===== src/source/control_pkg.sv =====
package control_pkg;

    // 256 instruction words, one PC per thread
    localparam int PC_WIDTH = 8;
    localparam int INSTR_WIDTH = 32;
    localparam int INSTR_DEPTH = 1 << PC_WIDTH;

    typedef logic [PC_WIDTH-1:0] pc_t;

    typedef logic [INSTR_WIDTH-1:0] instr_t;

    // condition tested against the single alu zero flag
    typedef enum logic [1:0] {
        COND_NEVER      = 2'd0,
        COND_ALWAYS     = 2'd1,
        COND_ON_ZERO    = 2'd2,
        COND_ON_NONZERO = 2'd3
    } branch_cond_t;

    // one folded branch per thread, packed into a single bus word
    typedef struct packed {
        logic [13:0]  reserved;
        branch_cond_t cond;
        pc_t          destination;
        pc_t          origin;
    } branch_entry_t;

endpackage


===== src/source/branch_folding.sv =====
`timescale 1ns/10ps

module branch_folding import control_pkg::*; #(
    parameter int THREAD_COUNT = 8
) (
    input  logic          clock,
    input  logic          reset,
    input  logic          write_enable,
    input  logic [((THREAD_COUNT > 1) ? $clog2(THREAD_COUNT) : 1)-1:0] write_thread,
    input  branch_entry_t write_entry,
    input  logic [((THREAD_COUNT > 1) ? $clog2(THREAD_COUNT) : 1)-1:0] read_thread,
    output branch_entry_t read_entry,
    input  logic [((THREAD_COUNT > 1) ? $clog2(THREAD_COUNT) : 1)-1:0] thread,
    input  pc_t           pc,
    input  logic          alu_zero,
    output logic          jump,
    output pc_t           destination
);

    branch_entry_t entries [THREAD_COUNT];
    branch_entry_t current;
    logic origin_hit;
    logic cond_met;

    // cleared entries carry COND_NEVER, so nothing folds after reset
    always_ff @(posedge clock) begin
        if (reset) begin
            for (int i = 0; i < THREAD_COUNT; i++) begin
                entries[i] <= '0;
            end
        end else if (write_enable) begin
            entries[write_thread] <= write_entry;
        end
    end

    // bus read back
    assign read_entry = entries[read_thread];

    // entry of the thread owning this slot
    assign current = entries[thread];
    assign origin_hit = (current.origin == pc);

    always_comb begin
        case (current.cond)
            COND_ALWAYS:     cond_met = 1'b1;
            COND_ON_ZERO:    cond_met = alu_zero;
            COND_ON_NONZERO: cond_met = !alu_zero;
            default:         cond_met = 1'b0;
        endcase
    end

    // folded branch, decided in the same cycle as the pc read
    assign jump        = origin_hit && cond_met;
    assign destination = current.destination;

endmodule


===== config.mk =====
export PLATFORM = sky130hd
export DESIGN_NAME = branch_folding
export DESIGN_NICKNAME = d
export VERILOG_FILES = /design/src/source/control_pkg.sv /design/src/source/branch_folding.sv
export SDC_FILE = /design/constraint.sdc
export NUM_CORES = 1
export LEC_CHECK = 0
export ABC_AREA = 0
export BUFFER_PORTS_ARGS = -buffer_cell sky130_fd_sc_hd__buf_2
export CAP_MARGIN = 20
export CORE_AREA = 10 10 185 187
export CTS_CLUSTER_DIAMETER = 120
export DETAILED_ROUTE_END_ITERATION = 10
export DIE_AREA = 0 0 195 197
export HOLD_SLACK_MARGIN = 0.08
export PLACE_DENSITY = 0.63
export SLEW_MARGIN = 40
export SYNTH_ARGS = -nofsm -noshare
export SYNTH_HDL_FRONTEND = slang
export SYNTH_SLANG_ARGS = --single-unit

===== constraint.sdc =====
create_clock -name clock -period 2.9 [get_ports clock]
set_input_delay 0.58 -clock clock [delete_from_list [all_inputs] [get_ports clock]]
set_output_delay 0.58 -clock clock [all_outputs]
set_load 0.03 [all_outputs]

==> run metrics <==
Crit path arrival time 2.44 ns; Synth Area per Inst 16.7 um2; Nets 917; initial core utilization roughly two fifths; filler cell count 2618; status complete, but fails checks; dpl cell area 13800 um2; crit-path max FO 2; DRC errors left 0; FP Rows 64; die area roughly 38000 um2; P_leak 0.00523 uW; mapped cell area 12600 um2; CTS Buffer Depth 3; worst-margin pin slew 0.475 ns; max-slew headroom at the worst pin 68.3%; Power Total 8680 uW; clk sinks 256; initial antenna violation count 2; Min Clock Period, post-route 3.02 ns; layout cell share with drive strength beyond 1 a little over a third; Yosys reg bits 256; mean routed wirelength per cell 24.2 um; Final Setup Violations 1; CTS tree yes; setup_tns -0.122 ns; Max Fclk roughly 330 MHz; class of the worst hold path input pin to register; clock-pin slew on the worst setup and hold paths approximately 0.060 ns; Root Buffer Master clkbuf_16; Die H around 200 um; max-cap violation count 0; vias in the first global route 7385; Crit. Startpoint entries[4][4]$_SDFFCE_PN0P_; first-pass GRT wire length 46900 um; DRT antenna net count 0; cell area after layout 14700 um2; Core Area about 30000 um2; CP Data Required Time 2.32 ns; CTS H-Tree Depth 1; DRT Pass-1 Iters 5; Slew Viols, Final 0; Layout Area Growth over Synthesis 16.2%; vias 6912; Largest regs entries x256; hold wc startpoint write_entry[14]; Die X 195 um; CP Class register to output port; # hold bufs at CTS 0; cts bufs inserted 27; Routed WL 31100 um; Final Cycle Share 104%; grt ovf 0; final setup margin -0.122 ns; Final Hold Viols 0; Most flops, register entries; largest net degree at the start of global routing 36; unrepaired setup endpoints after global routing yes; Setup crit end kind output port; GRT Overall Usage 15.9%; number of flip-flops in the largest register between 200 and 300; PD cells 592 nW/um2; syn nets 806; worst vdd ir between 0.0004 and 0.0005 V; failing checks negative setup slack; Via density between 5 and 6; Seq/Total Area, Yosys 61.0%; Final Wtd Congestion 0.802; Initial DRC Count 562; YS warnings 0; count of cell types in the netlist 25; Gate Count Post-Synth 753; IO buf count 93; Core Util, Final a little under 50%; # IOs 94; Startpoint Class register; DP HPWL 19000 um
-- synthesized netlist by cell type --
| cell type | instances | share of area (%) |
|---|---|---|
| mux2_2 | 41 | 3.7 |
| xnor2_1 | 1 | 0.069 |
| xor2_1 | 6 | 0.42 |
| buf_2 | 12 | 0.48 |
| nor2_1 | 6 | 0.18 |
| nand3b_1 | 1 | 0.060 |
| nand3_1 | 4 | 0.16 |
| or3b_2 | 1 | 0.069 |
| buf_12 | 1 | 0.16 |
| nor3_1 | 2 | 0.079 |
| mux4_1 | 11 | 2.3 |
| buf_1 | 1 | 0.030 |
| a21o_1 | 2 | 0.12 |
| mux4_2 | 89 | 16 |
| clkbuf_1 | 36 | 1.1 |
| nand4_1 | 1 | 0.050 |
| buf_6 | 1 | 0.089 |
| nand2_1 | 4 | 0.12 |
| mux2i_1 | 7 | 0.56 |
| buf_4 | 1 | 0.060 |
| nand2b_1 | 4 | 0.20 |
| or2_2 | 8 | 0.40 |
| edfxtp_1 | 256 | 61 |
| and2_1 | 256 | 13 |
| nor4_2 | 1 | 0.099 |
-- per-stage QoR --
stage / std cells / hold WS, ns / worst slack (ns)
after CTS: 1281 / 0.386 / -0.173
after detailed placement: 1231 / 0.948 / -0.142
after global routing: 1282 / 0.402 / -0.246
after global placement: 1231 / 0.943 / -0.140
final: 1283 / 0.408 / -0.122
after floorplan: 753 / 0.778 / 0.0901
-- power by group --
part | leakage (uW) | total [uW] | switching (uW) | internal (uW)
clock | 0.000392 | 3190 | 1400 | 1790
combinational | 0.00239 | 1090 | 600 | 487
sequential | 0.00245 | 4400 | 91.9 | 4310
-- metal layers --
metal | wire length, um | GRT usage [%] | share of wire (%)
met5 | 0 | 0 | 0
met4 | 715 | 4.19 | 2.3
met3 | 1770 | 2.92 | 5.7
met2 | 15200 | 26.8 | 49
met1 | 13400 | 20.9 | 43
-- cells in the final DEF, fill, tap and decap left out, drive strengths merged, types with 4 or more instances in the layout --
cell type / n
and2: 256
edfxtp: 256
buf: 134
mux4: 100
mux2: 41
clkbuf: 31
clkinv: 15
or2: 8
mux2i: 7
nor2: 6
xor2: 6
nand2: 4
nand2b: 4
nand3: 4
-- cell families (layout without fill, tap and decap cells) --
logic type	count (synthesis)	after routing	synth area share, %
simple gates	288	288	14.1
flops	256	256	61.0
mux	148	148	22.4
buf+inv	52	184	1.89
xor+xnor	7	7	0.486
compound gates	2	2	0.119
other cells	0	2	0
-- final cells by class --
cell class              count  area, um2  area share [%]
well taps                 396        495            3.38
flip-flops and latches    256       7690            52.5
clock buffers              31        691            4.71
multi-input cells         445       4710            32.1
repair buffers            134        945            6.45
diodes                      2       5.00          0.0342
clock inverters            19        120           0.820
-- path summary, 6_finish.rpt --
| kind | cells past startpoint | slack, ns | to |
|---|---|---|---|
| max | 6 | -0.12 | jump |
| min | 2 | 0.41 | entries[7][14]$_SDFFCE_PN0P_ |
-- repair_timing --
item / 4_1_cts / 5_1_grt
pin swaps: 0 / 1
endpoints found under the setup margin: 1 / 1
gates resized for setup: 2 / 3
setup buffers: 0 / 0
hold endpoints to repair: 0 / 0
-- critical path: stages, from the launching register on --
cell and delay [ns]:
edfxtp_1 0.41, mux4_1 0.51, mux2i_1 0.22, xor2_1 0.16
nand3_1 0.13, nor4_4 0.31, buf_6 0.18
Power figures use the tool's default switching activity.
