--- config.mk ---
export PLATFORM = sky130hd
export DESIGN_NAME = bus_write_port
export DESIGN_NICKNAME = d
export VERILOG_FILES = /design/src/source/control_pkg.sv /design/src/source/bus_pkg.sv /design/src/source/bus_write_port.sv
export SDC_FILE = /design/constraint.sdc
export NUM_CORES = 1
export LEC_CHECK = 0
export ABC_AREA = 1
export BUFFER_PORTS_ARGS = -buffer_cell sky130_fd_sc_hd__buf_2
export CAP_MARGIN = 20
export CELL_PAD_IN_SITES_DETAIL_PLACEMENT = 0
export CELL_PAD_IN_SITES_GLOBAL_PLACEMENT = 1
export CORE_MARGIN = 4
export CORE_UTILIZATION = 22
export DETAILED_ROUTE_END_ITERATION = 6
export PLACE_DENSITY = 0.77
export SETUP_SLACK_MARGIN = 0.5
export SLEW_MARGIN = 30
export SYNTH_ARGS = -nofsm -noshare
export SYNTH_HDL_FRONTEND = slang
export SYNTH_SLANG_ARGS = --single-unit
--- constraint.sdc ---
create_clock -name clock -period 1.5 [get_ports clock]
set_input_delay 0.075 -clock clock [delete_from_list [all_inputs] [get_ports clock]]
set_output_delay 0.075 -clock clock [all_outputs]
set_load 0.1 [all_outputs]
--- src/source/control_pkg.sv ---
package control_pkg;

    // 256 instruction words, one PC per thread
    localparam int PC_WIDTH = 8;
    localparam int INSTR_WIDTH = 32;
    localparam int INSTR_DEPTH = 1 << PC_WIDTH;

    typedef logic [PC_WIDTH-1:0] pc_t;

    typedef logic [INSTR_WIDTH-1:0] instr_t;

    // condition tested against the single alu zero flag
    typedef enum logic [1:0] {
        COND_NEVER      = 2'd0,
        COND_ALWAYS     = 2'd1,
        COND_ON_ZERO    = 2'd2,
        COND_ON_NONZERO = 2'd3
    } branch_cond_t;

    // one folded branch per thread, packed into a single bus word
    typedef struct packed {
        logic [13:0]  reserved;
        branch_cond_t cond;
        pc_t          destination;
        pc_t          origin;
    } branch_entry_t;

endpackage

--- src/source/bus_pkg.sv ---
package bus_pkg;

    import control_pkg::*;

    localparam int WB_ADR_WIDTH = 10;
    localparam int WB_DAT_WIDTH = 32;

    // word address map
    localparam logic [WB_ADR_WIDTH-1:0] INSTR_BASE = 10'd0;
    localparam int INSTR_SPAN = 256;
    // one branch entry per thread starting here
    localparam logic [WB_ADR_WIDTH-1:0] BRANCH_BASE = 10'd256;

    // master to slave
    typedef struct packed {
        logic                    cyc;
        logic                    stb;
        logic                    we;
        logic [WB_ADR_WIDTH-1:0] adr;
        logic [WB_DAT_WIDTH-1:0] dat;
    } wb_req_t;

    // slave to master
    typedef struct packed {
        logic                    ack;
        logic [WB_DAT_WIDTH-1:0] dat;
    } wb_rsp_t;

    // a write word is read either as an instruction or as a branch entry,
    // depending on the region the address falls in
    typedef union packed {
        instr_t        instr;
        branch_entry_t branch;
    } bus_word_u;

endpackage

--- src/source/bus_write_port.sv ---
`timescale 1ns/10ps

module bus_write_port import control_pkg::*, bus_pkg::*; #(
    parameter int THREAD_COUNT = 8
) (
    input  logic          clock,
    input  logic          reset,
    input  wb_req_t       wb_req,
    output wb_rsp_t       wb_rsp,
    output logic          imem_we,
    output pc_t           imem_addr,
    output instr_t        imem_data,
    output logic          branch_we,
    output logic [((THREAD_COUNT > 1) ? $clog2(THREAD_COUNT) : 1)-1:0] branch_thread,
    output branch_entry_t branch_data,
    input  branch_entry_t branch_read_data
);

    localparam int THREAD_WIDTH = (THREAD_COUNT > 1) ? $clog2(THREAD_COUNT) : 1;

    typedef enum logic {
        STATE_IDLE,
        STATE_ACK
    } state_t;

    state_t state;
    logic ack_q;
    logic [WB_DAT_WIDTH-1:0] read_q;

    logic [WB_ADR_WIDTH-1:0] instr_offset;
    logic [WB_ADR_WIDTH-1:0] branch_offset;
    logic in_instr;
    logic in_branch;
    logic accept;
    bus_word_u word;

    // region decode, offsets below a base wrap to large values and miss
    assign instr_offset  = wb_req.adr - INSTR_BASE;
    assign branch_offset = wb_req.adr - BRANCH_BASE;
    assign in_instr  = instr_offset < WB_ADR_WIDTH'(INSTR_SPAN);
    assign in_branch = branch_offset < WB_ADR_WIDTH'(THREAD_COUNT);

    // the master holds adr and dat through the ack cycle, so the write
    // address and data can be taken straight from the request
    assign word          = wb_req.dat;
    assign imem_addr     = instr_offset[PC_WIDTH-1:0];
    assign imem_data     = word.instr;
    assign branch_thread = branch_offset[THREAD_WIDTH-1:0];
    assign branch_data   = word.branch;

    assign accept = (state == STATE_IDLE) && wb_req.cyc && wb_req.stb;

    always_ff @(posedge clock) begin
        if (reset) begin
            state     <= STATE_IDLE;
            ack_q     <= 1'b0;
            imem_we   <= 1'b0;
            branch_we <= 1'b0;
        end else begin
            case (state)
                STATE_IDLE: begin
                    if (accept) begin
                        state     <= STATE_ACK;
                        ack_q     <= 1'b1;
                        // stray writes are acked but touch nothing
                        imem_we   <= wb_req.we && in_instr;
                        branch_we <= wb_req.we && in_branch;
                    end
                end
                default: begin
                    ack_q     <= 1'b0;
                    imem_we   <= 1'b0;
                    branch_we <= 1'b0;
                    // stay here until stb drops, one ack per strobe
                    if (!wb_req.stb) begin
                        state <= STATE_IDLE;
                    end
                end
            endcase
        end
    end

    // only branch entries read back
    always_ff @(posedge clock) begin
        if (accept) begin
            read_q <= (!wb_req.we && in_branch) ? branch_read_data : '0;
        end
    end

    assign wb_rsp = '{ack: ack_q, dat: read_q};

    ack_needs_stb: assert property (
        @(posedge clock) disable iff (reset)
        wb_rsp.ack |-> (wb_req.cyc && wb_req.stb)
    );

    one_write_target: assert property (
        @(posedge clock) disable iff (reset)
        !(imem_we && branch_we)
    );

endmodule

==> run metrics <==
# fillers=roughly 930; final WL=4.78 mm; worst min path class=primary input to flip-flop; later-pin clock latency in the skew report=about 0.28 ns; setup violators final=0; # clock sinks=36; reg2reg setup slack=roughly 0.33 ns; largest net degree at the start of global routing=27; Setup crit end kind=flip-flop; Netlist Area Pre-Place=0.00202 mm^2; Post-DP Area=roughly 0.0020 mm^2; share of cells above drive strength 1=50.7%; Least-Margin Pin Slew=0.513 ns; Die Footprint=0.0108 mm^2; cts bufs inserted=5; Core ar.=0.00885 mm^2; vias in the first global route=~1200; DP Cell Count=319; I/O Buffers=83; Worst Min Path Start=wb_req[43]; max_slew headroom=about two thirds; max-slew violation count=0; FF-to-FF path depth=3; maximum vdd drop=0.324 mV; Util after Layout=26.7%; CTS tree=done; gr ovfl total=0; 1st-iter DRT viols=47; area grow syn2layout=16.8%; H-Tree Level Count=2; DIE WIDTH=about 100 um; Cell Pwr Density=1000 mW/mm^2; dpl ws=0.291 ns; Critical path buffers and inverters=2; Top Ports=about 190; Vias/cell=between 3 and 4; Multi-input gate area=approximately 250 um^2; CTS Root Cell=clkbuf_8; Net Count, Synth=284; CP max stage delay=0.32 ns; Starting Density=22.9%; critical path start-end classification=flip-flop to flip-flop; part of the power in registers=48.8%; clock share of power=25.5%; Leakage=1.09 nW; Site Rows=34; DR vias=1210; startpoint types=flip-flop; r2r startpoint=state; final setup TNS=0 ns; commonest non-fill, non-tap cells in the layout=buf_2, inv_1, edfxtp_1; switching power=771 uW; critical-path cell list=nand3b_1, clkinvlp_4, buf_12; area leader, netlist=edfxtp_1; worst r2r dst=read_q[11]; outcome=finished clean; post-route cell area=0.00236 mm^2; ANT cells=0; wire length per cell=roughly 14 um; Tot Pwr=2.36 mW; clk buf depth=2; hold_ws=slightly above 0.05 ns; Fin. Hold Viols=0; worst path required time=1.49 ns; FMAX=857 MHz; fin worst setup slack=0.334 ns; register area=0.00104 mm^2; DRC=0; Arr. time, crit path=1.15 ns; first-pass GRT wire length=7.11 mm; Final Critical Period=around 1.2 ns; DRT antenna net count=0; Final Cycle Share=around 78%; Max-Cap Viols=0; RSZ-0062 raised after global routing=yes; final net count=302; synthesis-stage register bit count=36; Die Height=104 um; sw frac=between 30% and 40%; Gate power share=between 20% and 30%; hold endpoint=state; commonest non-fill, non-tap cell in the layout=buf_2; Mean Syn Cell Area=approximately 9.9 um^2; Synth cell types=12; Hold Path Cell Cnt=3; Pint=between 1.5 and 2 mW; area share of the largest cell type after synthesis=47.5%; GR Util All Layers=under 10%; YS warnings=0; WP depth=3; post-synthesis sequential area ratio=between 50% and 60%; cell family with most CP delay=buffers and inverters; Post-Synthesis Cells=205; Final Instance Count excl. Fillers=331; gpl congestion=0.687; Synth area leaders=edfxtp_1, buf_4, inv_1; initial antenna violation count=0; HPWL Detailed=3.83 mm; Clock Pin Slew Worst Setup and Hold Paths=0.07 ns; Worst Skew=~0.0043 ns; worst-path maximum fanout=17; drt first pass iters=4; Worst path slowest cell=dfxtp_2
-- cell type report --
type | count | area share (%)
Clock inverter | 2 | 0.318
Sequential cell | 36 | 44.3
Timing Repair Buffer | 90 | 30.0
Tap cell | 108 | 5.72
Multi-Input combinational cell | 52 | 10.5
Inverter | 38 | 6.20
Clock buffer | 5 | 2.91
-- power groups by stage --
stage	logic, mW	registers (mW)	clock network [mW]
6_report	0.607	1.15	0.603
5_1_grt	0.630	1.15	0.691
4_1_cts	0.583	1.15	0.644
3_5_place_dp	0.540	1.16	0
3_3_place_gp	0.539	1.16	0
2_1_floorplan	1.01	1.46	0
-- layer usage --
layer | wire, um | share of wire (%) | track usage [%] | vias up
li1 | - | - | - | 571
met1 | 1560 | 33 | 7.87 | 516
met2 | 2280 | 48 | 13.8 | 90
met3 | 723 | 15 | 5.40 | 33
met4 | 210 | 4.4 | 5.13 | 0
met5 | 0 | 0 | 0 | -
-- worst register-to-register path, cell delays in order, from the launching register on --
cell and delay (ns):
dfxtp_2 0.32, nand3b_1 0.20, clkinvlp_4 0.17, buf_12 0.17
-- registers in the layout, indices dropped and copies added (netlist names) --
| register | cells |
|---|---|
| read_q | 32 |
| ack_q | 1 |
| branch_we | 1 |
| imem_we | 1 |
| state | 1 |
-- synthesized netlist by cell type --
| master | n |
|---|---|
| buf_4 | 76 |
| inv_1 | 38 |
| edfxtp_1 | 32 |
| nor2_1 | 29 |
| nor2_2 | 11 |
| nand2_1 | 6 |
| dfxtp_1 | 4 |
| buf_6 | 3 |
| a21oi_1 | 2 |
| o21ai_0 | 2 |
| nand2_2 | 1 |
| nand3b_1 | 1 |
-- repair_timing --
action / CTS / global route
cloned: 1 / 1
gates resized for setup: 40 / 25
hold buffers: 1 / 0
pin swaps: 0 / 2
hold endpoints to repair: 1 / 0
endpoints found under the setup margin: 68 / 54
setup buffers: 1 / 1
-- worst max-delay path by stage --
stage	from	endpoint	slack, ns
after CTS	state	ack_q	0.32
after floorplan	state	ack_q	0.12
after global routing	state	read_q[13]	0.29
after global placement	state	read_q[14]	0.31
final	state	read_q[11]	0.33
after detailed placement	state	read_q[31]	0.29
-- cell families (layout without fill, tap and decap cells) --
family	count (synthesis)	count (layout)	synth area share, %
AO/OA/AOI/OAI	4	4	0.990
flip-flops	36	36	51.5
AND/OR/NAND/NOR	48	48	10.6
buffers and inverters	117	135	36.9
Power figures use the tool's default switching activity.
