<file path="config.mk">
export PLATFORM = sky130hd
export DESIGN_NAME = pc_controller
export DESIGN_NICKNAME = d
export VERILOG_FILES = /design/src/source/control_pkg.sv /design/src/source/pc_controller.sv
export SDC_FILE = /design/constraint.sdc
export NUM_CORES = 1
export LEC_CHECK = 0
export BUFFER_PORTS_ARGS = -buffer_cell sky130_fd_sc_hd__buf_2
export CORE_MARGIN = 2
export CORE_UTILIZATION = 50
export CTS_CLUSTER_DIAMETER = 30
export CTS_CLUSTER_SIZE = 14
export DETAILED_ROUTE_END_ITERATION = 7
export GPL_TIMING_DRIVEN = 0
export HOLD_SLACK_MARGIN = 0.05
export PLACE_DENSITY_LB_ADDON = 0.15
export SYNTH_ARGS = -nofsm -noshare
export SYNTH_HDL_FRONTEND = slang
export SYNTH_SLANG_ARGS = --single-unit
</file>
<file path="constraint.sdc">
create_clock -name clock -period 3.3 [get_ports clock]
set_clock_uncertainty 0.2 [all_clocks]
set_input_delay 0.495 -clock clock [delete_from_list [all_inputs] [get_ports clock]]
set_output_delay 0.495 -clock clock [all_outputs]
set_load 0.03 [all_outputs]
</file>
<file path="src/source/control_pkg.sv">
package control_pkg;

    // 256 instruction words, one PC per thread
    localparam int PC_WIDTH = 8;
    localparam int INSTR_WIDTH = 32;
    localparam int INSTR_DEPTH = 1 << PC_WIDTH;

    typedef logic [PC_WIDTH-1:0] pc_t;

    typedef logic [INSTR_WIDTH-1:0] instr_t;

    // condition tested against the single alu zero flag
    typedef enum logic [1:0] {
        COND_NEVER      = 2'd0,
        COND_ALWAYS     = 2'd1,
        COND_ON_ZERO    = 2'd2,
        COND_ON_NONZERO = 2'd3
    } branch_cond_t;

    // one folded branch per thread, packed into a single bus word
    typedef struct packed {
        logic [13:0]  reserved;
        branch_cond_t cond;
        pc_t          destination;
        pc_t          origin;
    } branch_entry_t;

endpackage

</file>
<file path="src/source/pc_controller.sv">
`timescale 1ns/10ps

module pc_controller import control_pkg::*; #(
    parameter int THREAD_COUNT = 8
) (
    input  logic clock,
    input  logic reset,
    input  logic [((THREAD_COUNT > 1) ? $clog2(THREAD_COUNT) : 1)-1:0] thread,
    input  logic io_ready,
    input  logic jump,
    input  pc_t  destination,
    output pc_t  pc
);

    pc_t pc_mem [THREAD_COUNT];
    pc_t next_pc;

    // current thread's pc is visible in its own slot
    assign pc = pc_mem[thread];

    always_comb begin
        if (!io_ready) begin
            // replay the same instruction
            next_pc = pc;
        end else if (jump) begin
            next_pc = destination;
        end else begin
            // wraps at 256
            next_pc = pc + 1'b1;
        end
    end

    // written back at the end of the slot
    always_ff @(posedge clock) begin
        if (reset) begin
            for (int i = 0; i < THREAD_COUNT; i++) begin
                pc_mem[i] <= '0;
            end
        end else begin
            pc_mem[thread] <= next_pc;
        end
    end

    // a stalled slot leaves that thread's stored pc unchanged
    stall_holds_pc: assert property (
        @(posedge clock) disable iff (reset)
        !io_ready |=> (pc_mem[$past(thread)] == $past(pc))
    );

endmodule

</file>
==> results of run 1 <==
-- routing by layer --
layer	up-vias	wire, um
met2	82	3500
li1	999	-
met4	0	138
met1	1078	3340
met5	-	0
met3	15	343
-- how the worst max path moves through the flow --
stage,endpoint,cells after the start
2_1_floorplan,pc_mem[0][4],8
3_3_place_gp,pc_mem[7][4],9
3_5_place_dp,pc_mem[0][4],9
4_1_cts,pc_mem[0][4],9
5_1_grt,pc_mem[5][4],9
6_report,pc_mem[0][4],9
-- critical path, delay by kind of cell --
| family | cells | cell delay, ns |
|---|---|---|
| adders and majority gates | 1 | 0.25 |
| and+or+nand+nor | 1 | 0.10 |
| muxes | 3 | 1.10 |
| buffers and inverters | 2 | 0.42 |
| AOI/OAI and AO/OA | 2 | 0.51 |
-- per-stage QoR --
| step | setup WS (ns) | power, W |
|---|---|---|
| after floorplan | 0.309 | 0.00117 |
| after global placement | -0.00458 | 0.00125 |
| after detailed placement | -0.0543 | 0.00125 |
| after CTS | 0.293 | 0.00187 |
| after global routing | 0.123 | 0.00193 |
| final | 0.277 | 0.00186 |
-- logic make-up (layout without fill, tap and decap cells) --
| family | count (synthesis) | in the layout | share of synthesized area |
|---|---|---|---|
| simple gates | 111 | 111 | 0.162 |
| compound gates | 29 | 29 | 0.0791 |
| fa+ha+maj | 1 | 1 | 0.00384 |
| mux | 28 | 28 | 0.131 |
| flops | 64 | 64 | 0.590 |
| buf+inv | 17 | 51 | 0.0349 |
-- report_power, final --
part	switching (W)	total (W)	internal, W
combinational	0.000182	0.000282	0.000100
sequential	0.0000134	0.000955	0.000942
clock	0.000289	0.000623	0.000334
-- layout make-up --
type / instances / area (um2)
Buffer: 13 / 98.8
Clock buffer: 9 / 124
Clock inverter: 6 / 51.3
Fill cell: 541 / 2690
Inverter: 4 / 15.0
Multi-Input combinational cell: 169 / 1220
Sequential cell: 64 / 1920
Tap cell: 77 / 96.3
Timing Repair Buffer: 19 / 95.1
-- layout by cell type (no fill, tap or decap), types with 3 or more instances in the layout --
cell type | synthesis | final
nor2b_1 | 3 | 3
a21o_1 | 5 | 5
buf_6 | 4 | 4
nand2_1 | 12 | 12
o21ai_1 | 3 | 3
nand3_1 | 4 | 4
mux2_1 | 3 | 3
clkinv_1 | 0 | 3
nor2_1 | 62 | 62
nor2_2 | 8 | 8
mux2i_1 | 4 | 4
clkbuf_8 | 0 | 9
edfxtp_1 | 64 | 64
buf_2 | 4 | 23
mux2_2 | 10 | 10
mux4_2 | 10 | 10
or3_1 | 3 | 3
inv_1 | 3 | 3
==> impl_metrics.py, run 1 <==
metrics = {
    "outcome": {
        "status": "completed",
    },
    "finish": {
        "final_util": 0.574,
        "nets": 296,
        "fin_cells": 361,
        "largest_register_ffs": 64,
        "num_antenna_cells": 0,
        "top_register": "pc_mem",
        "syn_to_final_growth_pct": 11.2,
        "drive_gt1_frac": 0.289,
        "largestRegisters": "pc_mem: 64 flops",
        "fin_area_um2": 3630,
    },
    "worst_setup_path": {
        "cp_slowest_stage_delay_ns": 0.39,
        "r2r_end": "pc_mem[0][4]",
        "crit_required_ns": 3.17,
        "r2r_setup_slack_ns": 0.36,
        "cp_max_fo": 10,
        "cp_slowest_cell": "mux2_2",
        "start_kind": "input pin",
        "path_class": "in -> reg",
        "reg2reg_depth": 7,
        "cp-end-kind": "register",
        "timing.rr.start": "pc_mem[7][0]",
        "crit_chain": "buf_2, buf_2, mux4_2, mux2_2, ha_1, o311ai_0, mux2_2, o21ai_2, nor2_1",
        "crit_arrival_ns": 2.89,
        "crit_path_start": "thread[2]",
    },
    "detailed_routing": {
        "routed_wirelength_um": 7320,
        "viasPerCell": 6.02,
        "firstDrtPassIters": 5,
        "drtIter0Drc": 314,
        "route.vias.total": 2174,
        "wl_per_cell_um": 20.3,
        "ant_nets": 0,
        "drc": 0,
    },
    "grt": {
        "met2_usage": 0.335,
        "grt_max_degree": 11,
        "antenna_found_initial": 0,
        "grtUsageTotal": 0.222,
        "grt_overflow": 0,
        "grt_pass1_wl_um": 11700,
        "gr-max-usage-layer": "met2",
        "met1_usage": 0.312,
        "grt_util_met3": 0.0354,
        "first_global_vias": 2154,
    },
    "die": {
        "fp.coreArea_um2": 6310,
        "io_pins": 23,
        "die_area_um2": 7180,
        "die_h_um": 84.7,
        "dieWidth_um": 84.7,
        "std_cell_rows": 29,
        "start_util": 0.516,
    },
    "clocking": {
        "clkTransAtPathRegs_ns": 0.07,
        "root_buffer": "clkbuf_8",
        "cts.hold.buffers_added": 0,
        "cts_max_level": 3,
        "clockBufferDepth": 2,
        "cts_tree": "done",
        "worstSkewPairLatency_ns": 0.34,
        "clock_sinks": 64,
        "post_cts.repair.setup_buffers": 0,
        "cts.repair.resized": 0,
        "numCtsBuffers": 9,
    },
    "power_and_ir_drop": {
        "power.leakage_nw": 1.37,
        "ir_drop_uv": 255,
        "power.density_nw_per_um2": 513,
    },
    "timing": {
        "maxSlewHeadroom": 0.522,
        "worst_pin_slew_ns": 0.712,
        "hold_viol_final": 0,
        "fin_hold_ws_ns": 0.509,
        "finalCritPeriodShare": 0.916,
        "max_freq_mhz": 331,
        "finalCriticalPeriod_ns": 3.02,
        "rsz0062_at_grt": "no",
        "drv_slew": 0,
        "setup_tns_ns": 0,
        "finalSetupViolations": 0,
    },
    "synth": {
        "ys.flop_type": "edfxtp_1",
        "yosys_register_bits": 64,
        "synth_area_um2": 3260,
        "syn_avg_cell_area_um2": 13.0,
        "netlist.area_leader.share": 0.590,
        "async_flop_share": 0,
        "yosysMostFrequentCell": "edfxtp_1",
        "seq_area_frac_synth": 0.590,
        "synth_commonest_cells": "edfxtp_1 (64), nor2_1 (62), nand2_1 (12)",
        "synth_edf_count": 64,
        "ys_top_cells_by_area": "edfxtp_1 (59%), nor2_1 (7.1%), mux4_2 (6.9%)",
        "synth_cell_types": 55,
        "netlist_instances": 250,
        "synth_area_leader_cell": "edfxtp_1",
        "syn_nets": 266,
        "yosys_warnings": 0,
    },
    "hold_path": {
        "hold_path_startpoint": "destination[2]",
        "hold_end": "pc_mem[0][2]",
        "hold_path_class": "in -> reg",
        "min_path_cells": 3,
    },
    "placed_design": {
        "dpl_cell_area_um2": 3450,
        "hpwl_um": 5210,
        "place_congestion": 0.852,
        "port_buffers": 19,
        "dp.cells": 346,
    },
    "job": {
        "drv_cap": 0,
    },
}
No activity file was read; power rests on OpenSTA's default activity.
==> run 2, diff against run 1 <==
--- a/config.mk
+++ b/config.mk
@@ -5,13 +5,13 @@
 export SDC_FILE = /design/constraint.sdc
 export NUM_CORES = 1
 export LEC_CHECK = 0
+export ABC_AREA = 1
 export BUFFER_PORTS_ARGS = -buffer_cell sky130_fd_sc_hd__buf_2
 export CORE_MARGIN = 2
 export CORE_UTILIZATION = 50
 export CTS_CLUSTER_DIAMETER = 30
 export CTS_CLUSTER_SIZE = 14
 export DETAILED_ROUTE_END_ITERATION = 7
-export GPL_TIMING_DRIVEN = 0
 export HOLD_SLACK_MARGIN = 0.05
 export PLACE_DENSITY_LB_ADDON = 0.15
 export SYNTH_ARGS = -nofsm -noshare
==> constraint.sdc (replaced) <==
create_clock -name clock -period 3.3 [get_ports clock]
set_clock_uncertainty 0.2 [all_clocks]
set_input_delay 0.165 -clock clock [delete_from_list [all_inputs] [get_ports clock]]
set_output_delay 0.165 -clock clock [all_outputs]
set_load 0.03 [all_outputs]
==> impl_metrics.py, run 2 <==
metrics = {
    "outcome": {
        "status": "completed",
    },
    "finish": {
        "largest_register_ffs": 64,
        "syn_to_final_growth_pct": 8.55,
        "layout_commonest_cell": "nand2_1",
        "num_antenna_cells": 0,
        "top_register": "pc_mem",
        "final_cell_mix": "nand2_1 (141), edfxtp_1 (64), nor2_1 (57), inv_1 (39), a21oi_1 (29)",
        "drive_gt1_frac": 0.182,
        "nets": 457,
        "fin_area_um2": 3840,
        "largestRegisters": "pc_mem: 64 flops",
        "fin_cells": 542,
    },
    "clocking": {
        "cts_tree": "done",
        "clkTransAtPathRegs_ns": 0.07,
        "post_cts.repair.setup_buffers": 0,
        "cts.hold.buffers_added": 0,
        "root_buffer": "clkbuf_8",
        "clockBufferDepth": 2,
        "clock_sinks": 64,
        "worstSkewPairLatency_ns": 0.35,
        "cts.repair.resized": 0,
        "cts_max_level": 3,
        "numCtsBuffers": 9,
    },
    "worst_setup_path": {
        "crit_chain": "buf_2, buf_4, nand2_1, nand3_1, nand2_1, inv_2, nand2_2, ha_1, inv_1, nor2_2, nand2_2, a21oi_1, o21ai_2, nor2_1",
        "cp_slowest_cell": "o21ai_2",
        "cp_slowest_stage_delay_ns": 0.45,
        "crit_family": "buffers and inverters",
        "path_class": "in -> reg",
        "crit_buf_inv": 4,
        "crit_required_ns": 3.18,
        "start_kind": "input pin",
        "cp-end-kind": "register",
        "cp_max_fo": 19,
        "crit_arrival_ns": 2.25,
    },
    "timing": {
        "max_freq_mhz": 422,
        "maxSlewHeadroom": 0.584,
        "worst_pin_slew_ns": 0.624,
        "drv_slew": 0,
        "hold_viol_final": 0,
        "finalCritPeriodShare": 0.719,
        "finalSetupViolations": 0,
        "rsz0062_at_grt": "no",
        "setup_tns_ns": 0,
        "finalCriticalPeriod_ns": 2.37,
    },
    "placed_design": {
        "hpwl_um": 6030,
        "dp.cells": 526,
        "dpl_cell_area_um2": 3690,
        "place_congestion": 0.941,
        "port_buffers": 22,
    },
    "power_and_ir_drop": {
        "ir_drop_uv": 283,
        "power.density_nw_per_um2": 472,
        "power.leakage_nw": 1.65,
    },
    "synth": {
        "syn_avg_cell_area_um2": 8.49,
        "netlist.area_leader.share": 0.543,
        "seq_area_frac_synth": 0.543,
        "synth_cell_types": 26,
        "synth_area_leader_cell": "edfxtp_1",
        "synth_edf_count": 64,
        "ys.flop_type": "edfxtp_1",
        "yosys_register_bits": 64,
        "netlist_instances": 417,
        "synth_area_um2": 3540,
        "synth_commonest_cells": "nand2_1 (141), edfxtp_1 (64), nor2_1 (57)",
        "async_flop_share": 0,
        "yosys_warnings": 0,
        "yosysMostFrequentCell": "nand2_1",
        "syn_nets": 433,
        "ys_top_cells_by_area": "edfxtp_1 (54%), nand2_1 (15%), nor2_1 (6.0%)",
    },
    "detailed_routing": {
        "ant_nets": 0,
        "drc": 0,
        "drtIter0Drc": 279,
        "route.vias.total": 2811,
        "viasPerCell": 5.19,
        "firstDrtPassIters": 5,
        "wl_per_cell_um": 16.2,
        "routed_wirelength_um": 8800,
    },
    "die": {
        "die_area_um2": 7770,
        "io_pins": 23,
        "std_cell_rows": 30,
        "fp.coreArea_um2": 6830,
        "die_h_um": 88.2,
        "dieWidth_um": 88.2,
        "start_util": 0.518,
    },
    "grt": {
        "grt_overflow": 0,
        "first_global_vias": 2557,
        "grt_max_degree": 35,
        "antenna_found_initial": 0,
        "grt_pass1_wl_um": 13600,
        "grtUsageTotal": 0.243,
    },
    "job": {
        "drv_cap": 0,
    },
    "hold_path": {
        "hold_path_class": "in -> reg",
    },
}
-- run 2: kinds of logic (layout without fill, tap and decap cells) --
| family | count (synthesis) | count (layout) | share of synthesized area |
|---|---|---|---|
| AO/OA/AOI/OAI | 43 | 43 | 0.0671 |
| buffers and inverters | 60 | 89 | 0.0851 |
| flip-flops | 64 | 64 | 0.543 |
| AND/OR/NAND/NOR | 249 | 249 | 0.302 |
| adder cells (fa/ha/maj) | 1 | 1 | 0.00353 |
-- run 2: through the flow --
step                setup slack, ns  hold WS (ns)  power (W)  utilization
floorplan                      1.14         0.244    0.00118            -
global placement              0.622         0.552    0.00126        0.540
detailed placement            0.604         0.553    0.00126        0.540
CTS                           0.965         0.198    0.00182        0.563
global route                  0.717         0.254    0.00187        0.563
finish                        0.928         0.217    0.00181        0.563
-- run 2: worst reg2reg max path, cell delays in order (launching register included) --
cell	delay, ns
edfxtp_1	0.37
inv_1	0.06
nand2_1	0.04
nand3_1	0.13
nand2_1	0.08
inv_2	0.06
nand2_2	0.09
ha_1	0.22
inv_1	0.06
nor2_2	0.04
nand2_2	0.08
a21oi_1	0.08
o21ai_2	0.45
nor2_1	0.08
-- run 2: layer usage --
| layer | track usage | share of wire |
|---|---|---|
| met1 | 0.337 | 0.46 |
| met4 | 0.116 | 0.032 |
| met3 | 0.0443 | 0.063 |
| met2 | 0.369 | 0.45 |
| met5 | 0 | 0 |
-- run 2: path summary, 6_finish.rpt --
path	start	end	slack, ns	depth (start not counted)
max	thread[0]	pc_mem[1][4]	0.93	14
min	destination[1]	pc_mem[0][1]	0.22	5
max reg2reg	pc_mem[7][0]	pc_mem[1][4]	0.98	13
min reg2reg	pc_mem[3][7]	pc_mem[7][7]	0.85	6
-- run 2: area by class of cell --
cell class                      instances  area, um2
Timing Repair Buffer                   25        133
Multi-Input combinational cell        293       1320
Fill cell                             647       2990
Sequential cell                        64       1920
Clock buffer                           12        135
Tap cell                               96        120
Inverter                               48        195
Clock inverter                          4       21.3
-- run 2: power by group --
group          switching (W)  internal, W  leakage, nW
logic               0.000223    0.0000711        0.904
registers          0.0000117     0.000941        0.671
clock network       0.000298     0.000268       0.0778
